$ cat src/logic/aggre_config.svh
`ifndef AGGRE_CONFIG_SVH
`define AGGRE_CONFIG_SVH

// ==================================================
// Aggregator pipe and BPG constants
// ==================================================

// Number of video pipes feeding the aggregator
`define AGGRE_PIPE_NUM      4

// Video data type field width
`define AGGRE_DT_WIDTH      6

// BPG grant to ack, in aggre_clk cycles
`define AGGRE_BPG_ACK_DLY   3

// BPG ack to line end, in aggre_clk cycles
`define AGGRE_BPG_LINE_LEN  10

`endif
$ cat src/logic/aggre_pkg.sv
`include "aggre_config.svh"

package aggre_pkg;

    typedef logic [`AGGRE_PIPE_NUM-1:0]         pipe_vec_t;     // One bit per pipe
    typedef logic [$clog2(`AGGRE_PIPE_NUM)-1:0] pipe_idx_t;     // Pipe number
    typedef logic [`AGGRE_DT_WIDTH-1:0]         data_type_t;    // Video data type

    typedef enum logic [1:0] {
        AGGRE_MODE_OFF    = 2'd0,
        AGGRE_MODE_CONCAT = 2'd1,
        AGGRE_MODE_SPLIT  = 2'd2,
        AGGRE_MODE_RSVD   = 2'd3
    } aggre_mode_e;

    // Line scheduler states
    typedef enum logic [2:0] {
        SCH_SILENT        = 3'd0,
        SCH_START_CONCAT  = 3'd1,
        SCH_MASTER        = 3'd2,
        SCH_ORDER         = 3'd3,
        SCH_WAIT_ACK      = 3'd4,
        SCH_CLEAR_STATE   = 3'd5,
        SCH_WAIT_LINE_END = 3'd6
    } sch_state_e;

    typedef struct packed {
        aggre_mode_e aggre_mode;
        pipe_vec_t   pipe_concat_en;    // Pipes taking part in concatenation
        pipe_vec_t   pipe_mask_bitmap;  // Masked pipes go to the BPG
        pipe_idx_t   master_pipe;
        pipe_vec_t   pipe_rdy_bitmap;
    } sch_cfg_t;

    typedef struct packed {
        logic       valid;
        data_type_t data_type;
    } pipe_dt_t;

    // Response of one line source
    typedef struct packed {
        logic ack;
        logic line_end;
    } pipe_evt_t;

endpackage

$ cat src/logic/aggre_concat_top.sv
`timescale 1ns/100ps

`include "aggre_config.svh"

module aggre_concat_top (
    input  logic                 aggre_clk,
    input  logic                 aggre_clk_rst_n,
    input  aggre_pkg::sch_cfg_t  cfg,
    input  logic                 start_sch_pulse,
    input  aggre_pkg::pipe_dt_t  pipe_dt [`AGGRE_PIPE_NUM],
    input  aggre_pkg::pipe_evt_t pipe_evt [`AGGRE_PIPE_NUM],
    output aggre_pkg::pipe_vec_t up_state,
    output logic                 bpg_up_state,
    output logic                 end_sch_pulse,
    output logic                 sch_data_type_align_fail_int
);

    import aggre_pkg::*;

    pipe_evt_t bpg_evt;     // BPG response back to the scheduler

    aggre_concat_line_scheduler u_sch (
        .aggre_clk                    (aggre_clk),
        .aggre_clk_rst_n              (aggre_clk_rst_n),
        .cfg                          (cfg),
        .start_sch_pulse              (start_sch_pulse),
        .pipe_dt                      (pipe_dt),
        .pipe_evt                     (pipe_evt),
        .bpg_evt                      (bpg_evt),
        .up_state                     (up_state),
        .bpg_up_state                 (bpg_up_state),
        .end_sch_pulse                (end_sch_pulse),
        .sch_data_type_align_fail_int (sch_data_type_align_fail_int)
    );

    // Stands in for masked pipes
    aggre_bpg u_bpg (
        .aggre_clk       (aggre_clk),
        .aggre_clk_rst_n (aggre_clk_rst_n),
        .bpg_up_state    (bpg_up_state),
        .bpg_evt         (bpg_evt)
    );

endmodule

$ cat src/logic/aggre_bpg.sv
`timescale 1ns/100ps

`include "aggre_config.svh"

module aggre_bpg (
    input  logic                 aggre_clk,
    input  logic                 aggre_clk_rst_n,
    input  logic                 bpg_up_state,
    output aggre_pkg::pipe_evt_t bpg_evt
);

    localparam int CNT_W = $clog2(`AGGRE_BPG_LINE_LEN + 1);

    logic             grant_d;
    logic             grant_rise;
    logic             wait_ack;     // Counting towards the ack
    logic             wait_end;     // Counting towards the line end
    logic [CNT_W-1:0] cnt;

    assign grant_rise = bpg_up_state & ~grant_d;

    always_ff @(posedge aggre_clk or negedge aggre_clk_rst_n) begin
        if (!aggre_clk_rst_n) begin
            grant_d  <= 1'b0;
            wait_ack <= 1'b0;
            wait_end <= 1'b0;
            cnt      <= '0;
        end else begin
            grant_d <= bpg_up_state;
            if (grant_rise) begin
                wait_ack <= 1'b1;
                wait_end <= 1'b0;
                cnt      <= CNT_W'(1);
            end else if (wait_ack && (cnt == CNT_W'(`AGGRE_BPG_ACK_DLY))) begin
                wait_ack <= 1'b0;           // Ack cycle, line timing starts
                wait_end <= 1'b1;
                cnt      <= CNT_W'(1);
            end else if (wait_end && (cnt == CNT_W'(`AGGRE_BPG_LINE_LEN))) begin
                wait_end <= 1'b0;           // Rest until next grant
                cnt      <= '0;
            end else if (wait_ack || wait_end) begin
                cnt <= cnt + CNT_W'(1);
            end
        end
    end

    // One-cycle pulses decoded from the counter
    assign bpg_evt.ack      = wait_ack && (cnt == CNT_W'(`AGGRE_BPG_ACK_DLY));
    assign bpg_evt.line_end = wait_end && (cnt == CNT_W'(`AGGRE_BPG_LINE_LEN));

endmodule

$ cat src/logic/aggre_concat_line_scheduler.sv
`timescale 1ns/100ps

`include "aggre_config.svh"

module aggre_concat_line_scheduler (
    input  logic                 aggre_clk,
    input  logic                 aggre_clk_rst_n,
    input  aggre_pkg::sch_cfg_t  cfg,
    input  logic                 start_sch_pulse,
    input  aggre_pkg::pipe_dt_t  pipe_dt [`AGGRE_PIPE_NUM],
    input  aggre_pkg::pipe_evt_t pipe_evt [`AGGRE_PIPE_NUM],
    input  aggre_pkg::pipe_evt_t bpg_evt,
    output aggre_pkg::pipe_vec_t up_state,
    output logic                 bpg_up_state,
    output logic                 end_sch_pulse,
    output logic                 sch_data_type_align_fail_int
);

    import aggre_pkg::*;

    sch_state_e sch_cs;
    sch_state_e sch_ns;

    pipe_vec_t  cmp_sel;
    logic       comp_fail;
    logic       start_accept;

    pipe_vec_t  evt_ack;
    pipe_vec_t  evt_line_end;
    logic       ack_hit;
    logic       line_end_hit;

    pipe_vec_t  order_vld;                          // Unserved entries
    pipe_idx_t  order_pipe [`AGGRE_PIPE_NUM];
    pipe_vec_t  rot_vld;
    pipe_idx_t  rot_pipe [`AGGRE_PIPE_NUM];
    pipe_idx_t  group_index;
    pipe_idx_t  rot_index;
    pipe_idx_t  next_pipe;
    logic       master_flag;
    pipe_vec_t  grant;                              // One-hot, before BPG split

    // ==================================================
    // Data type alignment check
    // ==================================================

    assign cmp_sel      = cfg.pipe_rdy_bitmap & {`AGGRE_PIPE_NUM{start_sch_pulse}};
    assign start_accept = start_sch_pulse & ~comp_fail;

    aggre_datatype_comparator u_dt_cmp (
        .in_dt     (pipe_dt),
        .in_sel    (cmp_sel),
        .comp_fail (comp_fail)
    );

    // Only concat mode reports a misaligned start
    always_ff @(posedge aggre_clk or negedge aggre_clk_rst_n) begin
        if (!aggre_clk_rst_n) begin
            sch_data_type_align_fail_int <= 1'b0;
        end else if (cfg.aggre_mode == AGGRE_MODE_CONCAT) begin
            sch_data_type_align_fail_int <= comp_fail;
        end
    end

    // Masked pipes listen to the BPG instead of their own pipe
    always_comb begin
        for (int i = 0; i < `AGGRE_PIPE_NUM; i++) begin
            evt_ack[i]      = cfg.pipe_concat_en[i] &
                              (cfg.pipe_mask_bitmap[i] ? bpg_evt.ack : pipe_evt[i].ack);
            evt_line_end[i] = cfg.pipe_concat_en[i] &
                              (cfg.pipe_mask_bitmap[i] ? bpg_evt.line_end
                                                       : pipe_evt[i].line_end);
        end
    end

    assign ack_hit      = |(evt_ack & grant);   // Ack from the granted source only
    assign line_end_hit = |evt_line_end;

    // ==================================================
    // Order table
    // ==================================================

    // First valid entry wins
    always_comb begin
        group_index = '0;
        for (int i = `AGGRE_PIPE_NUM - 1; i >= 0; i--) begin
            if (order_vld[i]) begin
                group_index = pipe_idx_t'(i);
            end
        end
    end

    assign next_pipe = order_pipe[group_index];
    assign rot_index = master_flag ? cfg.master_pipe : group_index;

    // Restart the table just past the served entry
    always_comb begin
        for (int j = 0; j < `AGGRE_PIPE_NUM; j++) begin
            rot_vld[j]  = order_vld[rot_index + pipe_idx_t'(j + 1)];
            rot_pipe[j] = order_pipe[rot_index + pipe_idx_t'(j + 1)];
        end
        rot_vld[`AGGRE_PIPE_NUM-1] = 1'b0;      // Served entry retires at the tail
    end

    always_ff @(posedge aggre_clk or negedge aggre_clk_rst_n) begin
        if (!aggre_clk_rst_n) begin
            order_vld <= '0;
            for (int i = 0; i < `AGGRE_PIPE_NUM; i++) begin
                order_pipe[i] <= '0;
            end
        end else if ((sch_cs == SCH_SILENT) && start_accept) begin
            order_vld <= cfg.pipe_concat_en;
            for (int i = 0; i < `AGGRE_PIPE_NUM; i++) begin
                order_pipe[i] <= pipe_idx_t'(i);
            end
        end else if ((sch_cs == SCH_WAIT_ACK) && ack_hit) begin
            order_vld  <= rot_vld;
            order_pipe <= rot_pipe;
        end
    end

    // Master position is used for the first rotation of a round
    always_ff @(posedge aggre_clk or negedge aggre_clk_rst_n) begin
        if (!aggre_clk_rst_n) begin
            master_flag <= 1'b0;
        end else if (sch_cs == SCH_MASTER) begin
            master_flag <= 1'b1;
        end else if ((sch_cs == SCH_WAIT_ACK) && ack_hit) begin
            master_flag <= 1'b0;
        end
    end

    // ==================================================
    // Scheduler FSM
    // ==================================================

    always_ff @(posedge aggre_clk or negedge aggre_clk_rst_n) begin
        if (!aggre_clk_rst_n) begin
            sch_cs <= SCH_SILENT;
        end else begin
            sch_cs <= sch_ns;
        end
    end

    always_comb begin
        sch_ns = sch_cs;
        case (sch_cs)
            SCH_SILENT:        if (start_accept) sch_ns = SCH_START_CONCAT;
            SCH_START_CONCAT:  sch_ns = SCH_MASTER;
            SCH_MASTER:        sch_ns = SCH_WAIT_ACK;
            SCH_ORDER:         sch_ns = SCH_WAIT_ACK;
            SCH_WAIT_ACK:      if (ack_hit) sch_ns = SCH_CLEAR_STATE;
            SCH_CLEAR_STATE:   sch_ns = SCH_WAIT_LINE_END;
            SCH_WAIT_LINE_END: begin
                if (line_end_hit) begin
                    sch_ns = (|order_vld) ? SCH_ORDER : SCH_SILENT;
                end
            end
            default:           sch_ns = SCH_SILENT;
        endcase
    end

    // Grant level, held until the granted source acks
    always_ff @(posedge aggre_clk or negedge aggre_clk_rst_n) begin
        if (!aggre_clk_rst_n) begin
            grant <= '0;
        end else if (sch_cs == SCH_START_CONCAT) begin
            grant <= pipe_vec_t'(1) << cfg.master_pipe;
        end else if (sch_cs == SCH_ORDER) begin
            grant <= pipe_vec_t'(1) << next_pipe;
        end else if ((sch_cs == SCH_WAIT_ACK) && ack_hit) begin
            grant <= '0;
        end
    end

    assign up_state     = grant & ~cfg.pipe_mask_bitmap;
    assign bpg_up_state = |(grant & cfg.pipe_mask_bitmap);

    always_ff @(posedge aggre_clk or negedge aggre_clk_rst_n) begin
        if (!aggre_clk_rst_n) begin
            end_sch_pulse <= 1'b0;
        end else begin
            end_sch_pulse <= (sch_cs == SCH_WAIT_LINE_END) && line_end_hit && !(|order_vld);
        end
    end

endmodule

$ cat src/logic/aggre_datatype_comparator.sv
`timescale 1ns/100ps

`include "aggre_config.svh"

module aggre_datatype_comparator (
    input  aggre_pkg::pipe_dt_t  in_dt [`AGGRE_PIPE_NUM],
    input  aggre_pkg::pipe_vec_t in_sel,
    output logic                 comp_fail
);

    import aggre_pkg::*;

    pipe_vec_t qual;    // Entries that take part in the compare

    always_comb begin
        for (int i = 0; i < `AGGRE_PIPE_NUM; i++) begin
            qual[i] = in_sel[i] & in_dt[i].valid;
        end
    end

    // ==================================================
    // Pairwise compare
    // ==================================================

    // Any qualified pair with different types fails
    always_comb begin
        comp_fail = 1'b0;
        for (int i = 0; i < `AGGRE_PIPE_NUM; i++) begin
            for (int j = i + 1; j < `AGGRE_PIPE_NUM; j++) begin
                if (qual[i] && qual[j] &&
                    (in_dt[i].data_type != in_dt[j].data_type)) begin
                    comp_fail = 1'b1;
                end
            end
        end
    end

    // Single or no qualified entry never fails

endmodule

$ cat config.mk
export PLATFORM = sky130hd
export DESIGN_NAME = aggre_concat_top
export DESIGN_NICKNAME = d
export VERILOG_FILES = /design/src/logic/aggre_pkg.sv /design/src/logic/aggre_concat_top.sv /design/src/logic/aggre_bpg.sv /design/src/logic/aggre_concat_line_scheduler.sv /design/src/logic/aggre_datatype_comparator.sv
export VERILOG_INCLUDE_DIRS = /design/src /design/src/logic
export SDC_FILE = /design/constraint.sdc
export NUM_CORES = 1
export LEC_CHECK = 0
export BUFFER_PORTS_ARGS = -buffer_cell sky130_fd_sc_hd__buf_2
export CAP_MARGIN = 10
export CORE_MARGIN = 5
export CORE_UTILIZATION = 54
export DETAILED_ROUTE_END_ITERATION = 12
export GPL_TIMING_DRIVEN = 0
export PLACE_DENSITY_LB_ADDON = 0.25
export SLEW_MARGIN = 20
export SYNTH_ARGS = -nofsm -noshare
export SYNTH_HDL_FRONTEND = slang
export SYNTH_SLANG_ARGS = --single-unit
$ cat constraint.sdc
create_clock -name aggre_clk -period 2.7 [get_ports aggre_clk]
set_input_delay 0.405 -clock aggre_clk [delete_from_list [all_inputs] [get_ports aggre_clk]]
set_output_delay 0.405 -clock aggre_clk [all_outputs]
set_load 0.005 [all_outputs]
## Word level (Yosys, flattened, before mapping)

Cells that the tools add are included.

- Add/subtract/negate cells: 4
- Magnitude comparators: 8
- Equality and inequality tests: 18
- Shift-type cells: 2
- Mux-type cells: 63
- Bitwise gates (word level): 26
- Reductions and logical operators: 33

Operator list:

| cell | number |
|---|---|
| $mux 4 | 9 |
| $ne 6x6->1 | 6 |
| $mux 2 | 16 |
| $mux 1 | 24 |
| $bmux 2 s2 | 5 |
| $logic_and 1x1->1 | 18 |
| $pmux 3 s6 | 1 |
| $and 4x4->4 | 4 |
| $mux 8 | 2 |
| $reduce_or 4->1 | 4 |
| $ge 3x3->1 const B | 5 |
| $not 2->3 | 5 |
| $and 1x1->1 | 14 |
| $eq 3x3->1 const B | 3 |
| $lt 2x3->1 const B | 3 |
| $mux 3 | 3 |
| $shl 1x2->4 const A | 2 |
| $bmux 1 s2 | 3 |
| $eq 3x2->1 const B | 2 |
| $ne 2x1->1 const B | 3 |
| $reduce_bool 2->1 | 3 |
| $reduce_bool 3->1 | 2 |
| $add 2x2->2 const B | 2 |
| $add 4x1->4 const B | 1 |
| other kinds (13) | 14 |

- Flip-flop bits (word level): 29
- Input port bits: 55
- Output and inout port bits: 7
- Logic and storage cells: 168

## Longest topological paths before layout

- Depth in word-level cells: 14
- Mapped depth: 8
- Depth with buffers taken out: 8

## By module

A second synthesis with hierarchy kept.

- Cell total of the unflattened synthesis: 272
- Area total of the unflattened synthesis: 2,493.6 um2

Modules (own cells, without submodules):

| module | instances | cells an instance | area an instance (um2) | seq. area each (um2) |
|---|---|---|---|---|
| aggre_concat_line_scheduler | 1 | 186 | 1,697.9 | 550.5 |
| aggre_datatype_comparator | 1 | 54 | 434.2 | 0.0 |
| aggre_bpg | 1 | 32 | 361.6 | 175.2 |

## Worst setup path before layout

No wires, ideal clock.

- Path kind: input-to-reg
- Start: input pipe_dt[19] in the netlist's numbering
- End: register u_sch.order_vld[2]
- Setup time: 125 ps
- Arrival: 1,902 ps
- Data required time: 2,575 ps
- Setup slack: 673 ps
- Stages on the path: 7
- Buffers on the path: 1
- Cell sequence: xor2_1 nor4_1 a211oi_1 nor4_2 and3_4 buf_8 mux2_4

- Longest elaborated chain between the ends: 12

Ends and longest elaborated chain:

| element | line | RTL |
|---|---|---|
| from (decl) | aggre_concat_top.sv:10 | `` input aggre_pkg::pipe_dt_t pipe_dt [`AGGRE_PIPE_NUM], `` |
| $ne 6x6->1 | aggre_datatype_comparator.sv:31 | `(in_dt[i].data_type != in_dt[j].data_type)) begin` |
| $logic_and 1x1->1 | aggre_datatype_comparator.sv:30 | `if (qual[i] && qual[j] &&` |
| $mux 1 (4 in a row) | aggre_datatype_comparator.sv:30 |  |
| $mux 1 * (2 in a row) | aggre_datatype_comparator.sv:30 |  |
| $not 1->1 * | aggre_concat_line_scheduler.sv:48 | `assign start_accept = start_sch_pulse & ~comp_fail;` |
| $and 1x1->1 * | aggre_concat_line_scheduler.sv:48 |  |
| $logic_and 1x1->1 * | aggre_concat_line_scheduler.sv:111 | `end else if ((sch_cs == SCH_SILENT) && start_accept) begin` |
| $mux 4 / $reduce_bool 2->1 (equally long branches) | - |  |
| to (signal assigned) | aggre_concat_line_scheduler.sv:112 | `order_vld <= cfg.pipe_concat_en;` |
| to (signal assigned) | aggre_concat_line_scheduler.sv:117 | `order_vld <= rot_vld;` |
| to (decl) | aggre_concat_line_scheduler.sv:33 | `pipe_vec_t order_vld;` |

Every way passes the cells marked *; elsewhere a longest branch is shown, timed or not.
A chain may end at the register's enable or synchronous reset.

## Final worst setup path

- Start: input pipe_dt[19] in the netlist's numbering
- End: register u_sch.order_vld[3]

The elaborated chain is that of the path after synthesis.

==> results.sh <==
export IMPL_outcome="complete, no violations"
export IMPL_critPathMaxStageDelay_ns=0.39
export IMPL_ys_seq_area_frac=0.293
export IMPL_drive_above_1_share=0.238
export IMPL_ioPinCount=62
export IMPL_worst_pin_slew_ns=0.671
export IMPL_start_kind="primary input"
export IMPL_path_depth=8
export IMPL_ctsResizeCount=0
export IMPL_r2r_slack_ns=0.61
export IMPL_antenna_found_initial=0
export IMPL_synthFlopType="dfrtp_1"
export IMPL_synthToLayoutAreaGrowth_pct=18.5
export IMPL_grt_pass1_vias=2468
export IMPL_setup_tns_ns=0
export IMPL_finalCritPeriodShare=0.803
export IMPL_crit_path_end_kind="flip-flop"
export IMPL_cts_buffers_inserted=5
export IMPL_drtAntennaViolNets=0
export IMPL_start_util=0.560
export IMPL_syn_area_per_cell_um2=8.44
export IMPL_tritoncts="done"
export IMPL_max_cap_violations=0
export IMPL_port_buffers=61
export IMPL_grt_max_degree=30
export IMPL_synth_edf_count=0
export IMPL_cts_buffer_depth=2
export IMPL_cts_sinks=29
export IMPL_slew_viol_final=0
export IMPL_ys_types=52
export IMPL_synth_area_mm2=0.00247
export IMPL_required_ns=2.87
export IMPL_drt_iter0_drc=99
export IMPL_p_per_area_mw_per_mm2=900
export IMPL_r2r_cells=7
export IMPL_finalSetupViolCount=0
export IMPL_ys_ff_latch=29
export IMPL_crit_arrival_ns=2.34
export IMPL_final_hold_viol_count=0
export IMPL_vias_per_cell=5.88
export IMPL_rsz0062_at_grt="no"
export IMPL_synthCells=293
export IMPL_dp_hpwl_mm=4.92
export IMPL_seq_area_um2=726
export IMPL_row_count=24
export IMPL_rr_endpoint="u_sch.order_vld[0]$_DFFE_PN0P_"
export IMPL_placed_area_mm2=0.00284
export IMPL_core_mm2=0.00441
export IMPL_place_congestion=0.869
export IMPL_cts_root_buf="clkbuf_8"
export IMPL_dr_pass1_iters=4
export IMPL_die_area_mm2=0.00603
export IMPL_synth_nets=350
export IMPL_path_cells="buf_2 -> xor2_1 -> nor4_1 -> a211oi_1 -> nor4_2 -> and3_4 -> buf_8 -> mux2_4"
export IMPL_cts_htree_levels=2
export IMPL_ir_drop_uv=428
export IMPL_postCtsSetupBuffers=0
export IMPL_finalNetCount=418
export IMPL_wl_per_cell_um=15.2
export IMPL_multi_input_area_mm2=0.00164
export IMPL_design_area_mm2=0.00293
export IMPL_overflow=0
export IMPL_async_flop_share=1.00
export IMPL_num_vias=2427
export IMPL_grt_pass1_wl_mm=10.6
export IMPL_relSlewSlack=0.553
export IMPL_track_usage=0.210
export IMPL_leakage_nw=1.36
export IMPL_skew_ns=0.0102
export IMPL_synth_warning_count=0
export IMPL_timing_final_crit_period_ns=2.17
export IMPL_fin_ws_ns=0.532
export IMPL_r2r_start="u_sch.order_vld[1]$_DFFE_PN0P_"
export IMPL_wl_mm=6.28
export IMPL_die_x_um=77.7
export IMPL_hold_buffers=0
export IMPL_crit_path_max_fanout=10
export IMPL_postLayoutCoreUtil=0.664
export IMPL_final_cell_mix="66 x buf_2, 35 x nand2_1, 35 x xor2_1"
export IMPL_crit_family="simple AND/OR/NAND/NOR gates"
export IMPL_fmax_ghz=0.461
export IMPL_path_clk_slew_ns=0.07
export IMPL_critPathKind="primary input to flip-flop"
export IMPL_clk_latency_ns=0.28
export IMPL_drt_drc_violations_left=0
export IMPL_path_buf_inv=2
export IMPL_mostFrequentLayoutCell="buf_2"
export IMPL_die_height_um=77.7
export IMPL_n_antenna_cell=0
export IMPL_cp_slowest_cell="nor4_1"
export IMPL_hold_path_class="primary input to async pin"
export IMPL_fillCellCount=387
export IMPL_pre_cts_ws_ns=0.269
[cell type report]
class / count / area share
flip-flops and latches: 29 / 0.248
well taps: 52 / 0.0222
repair buffers: 61 / 0.104
multi-input cells: 245 / 0.558
inverters: 9 / 0.0115
clock buffers: 7 / 0.0295
plain buffers: 10 / 0.0269
[power breakdown]
group | switching [mW] | internal [mW] | total [mW]
Combinational | 0.778 | 0.673 | 1.45
Sequential | 0.197 | 0.624 | 0.821
Clock | 0.164 | 0.202 | 0.365
Total | 1.14 | 1.50 | 2.64
[metal layers]
metal | GRT usage | share of wire | vias to the layer above
li1 | - | - | 1201
met1 | 0.256 | 0.44 | 1144
met2 | 0.376 | 0.50 | 74
met3 | 0.0440 | 0.057 | 8
met4 | 0.0481 | 0.011 | 0
met5 | 0 | 0 | -
[sequential cells by signal, summed over array words and instances (netlist names)]
name	cells
u_sch.order_pipe	8
u_bpg.grant_d	1
u_bpg.cnt	4
u_sch.order_vld	4
u_bpg.wait_ack	1
u_sch.master_flag	1
u_sch.grant	4
u_bpg.wait_end	1
u_sch.sch_cs	3
u_sch.sch_data_type_align_fail_int	1
u_sch.end_sch_pulse	1
[synthesized netlist by cell type, drive strengths merged, types with 3 or more instances]
cell type	instances	area [um2]
nor2	27	101
buf	7	47.5
mux2	6	75.1
o221ai	3	26.3
inv	9	33.8
a22oi	4	30.0
nand2b	5	31.3
nor4	7	50.1
mux2i	17	170
and3	3	23.8
nor3	5	25.0
a31oi	5	31.3
clkbuf	3	31.3
nand4b	4	35.0
o21ai	10	50.1
a41oi	3	26.3
a21oi	16	80.1
xor2	35	307
dfrtp	29	726
nand2	35	131
o22ai	4	25.0
nor2b	5	31.3
o211ai	4	30.0
nand3b	4	30.0
a211oi	5	37.5
nand3	14	70.1
[stage by stage]
| step | power (mW) | cells | hold slack (ns) |
|---|---|---|---|
| 3_3_place_gp | 2.21 | 406 | 0.466 |
| 2_1_floorplan | 1.89 | 293 | 0.109 |
| 4_1_cts | 2.63 | 413 | 0.183 |
| 6_report | 2.64 | 413 | 0.154 |
| 5_1_grt | 2.86 | 413 | 0.216 |
| 3_5_place_dp | 2.27 | 406 | 0.484 |
[worst max path at each step]
stage                 from                             end  slack (ns)
5_1_grt        pipe_dt[19]  u_sch.order_vld[3]$_DFFE_PN0P_        0.47
4_1_cts        pipe_dt[19]  u_sch.order_vld[3]$_DFFE_PN0P_        0.57
6_report       pipe_dt[19]  u_sch.order_vld[3]$_DFFE_PN0P_        0.53
3_3_place_gp   pipe_dt[19]  u_sch.order_vld[3]$_DFFE_PN0P_        0.31
2_1_floorplan  pipe_dt[19]  u_sch.order_vld[2]$_DFFE_PN0P_        0.67
3_5_place_dp   pipe_dt[19]  u_sch.order_vld[3]$_DFFE_PN0P_        0.27
[cells by family (layout without fill, tap and decap cells)]
group,after synthesis,in the layout,share of synthesized area
and+or+nand+nor,115,115,0.233
xor gates and xnor gates,37,37,0.131
AOI/OAI and AO/OA,68,68,0.188
DFF,29,29,0.293
buffers and inverters,19,87,0.0455
adders and majority gates,2,2,0.0101
muxes,23,23,0.0991
(Power assumes the default switching activity.)
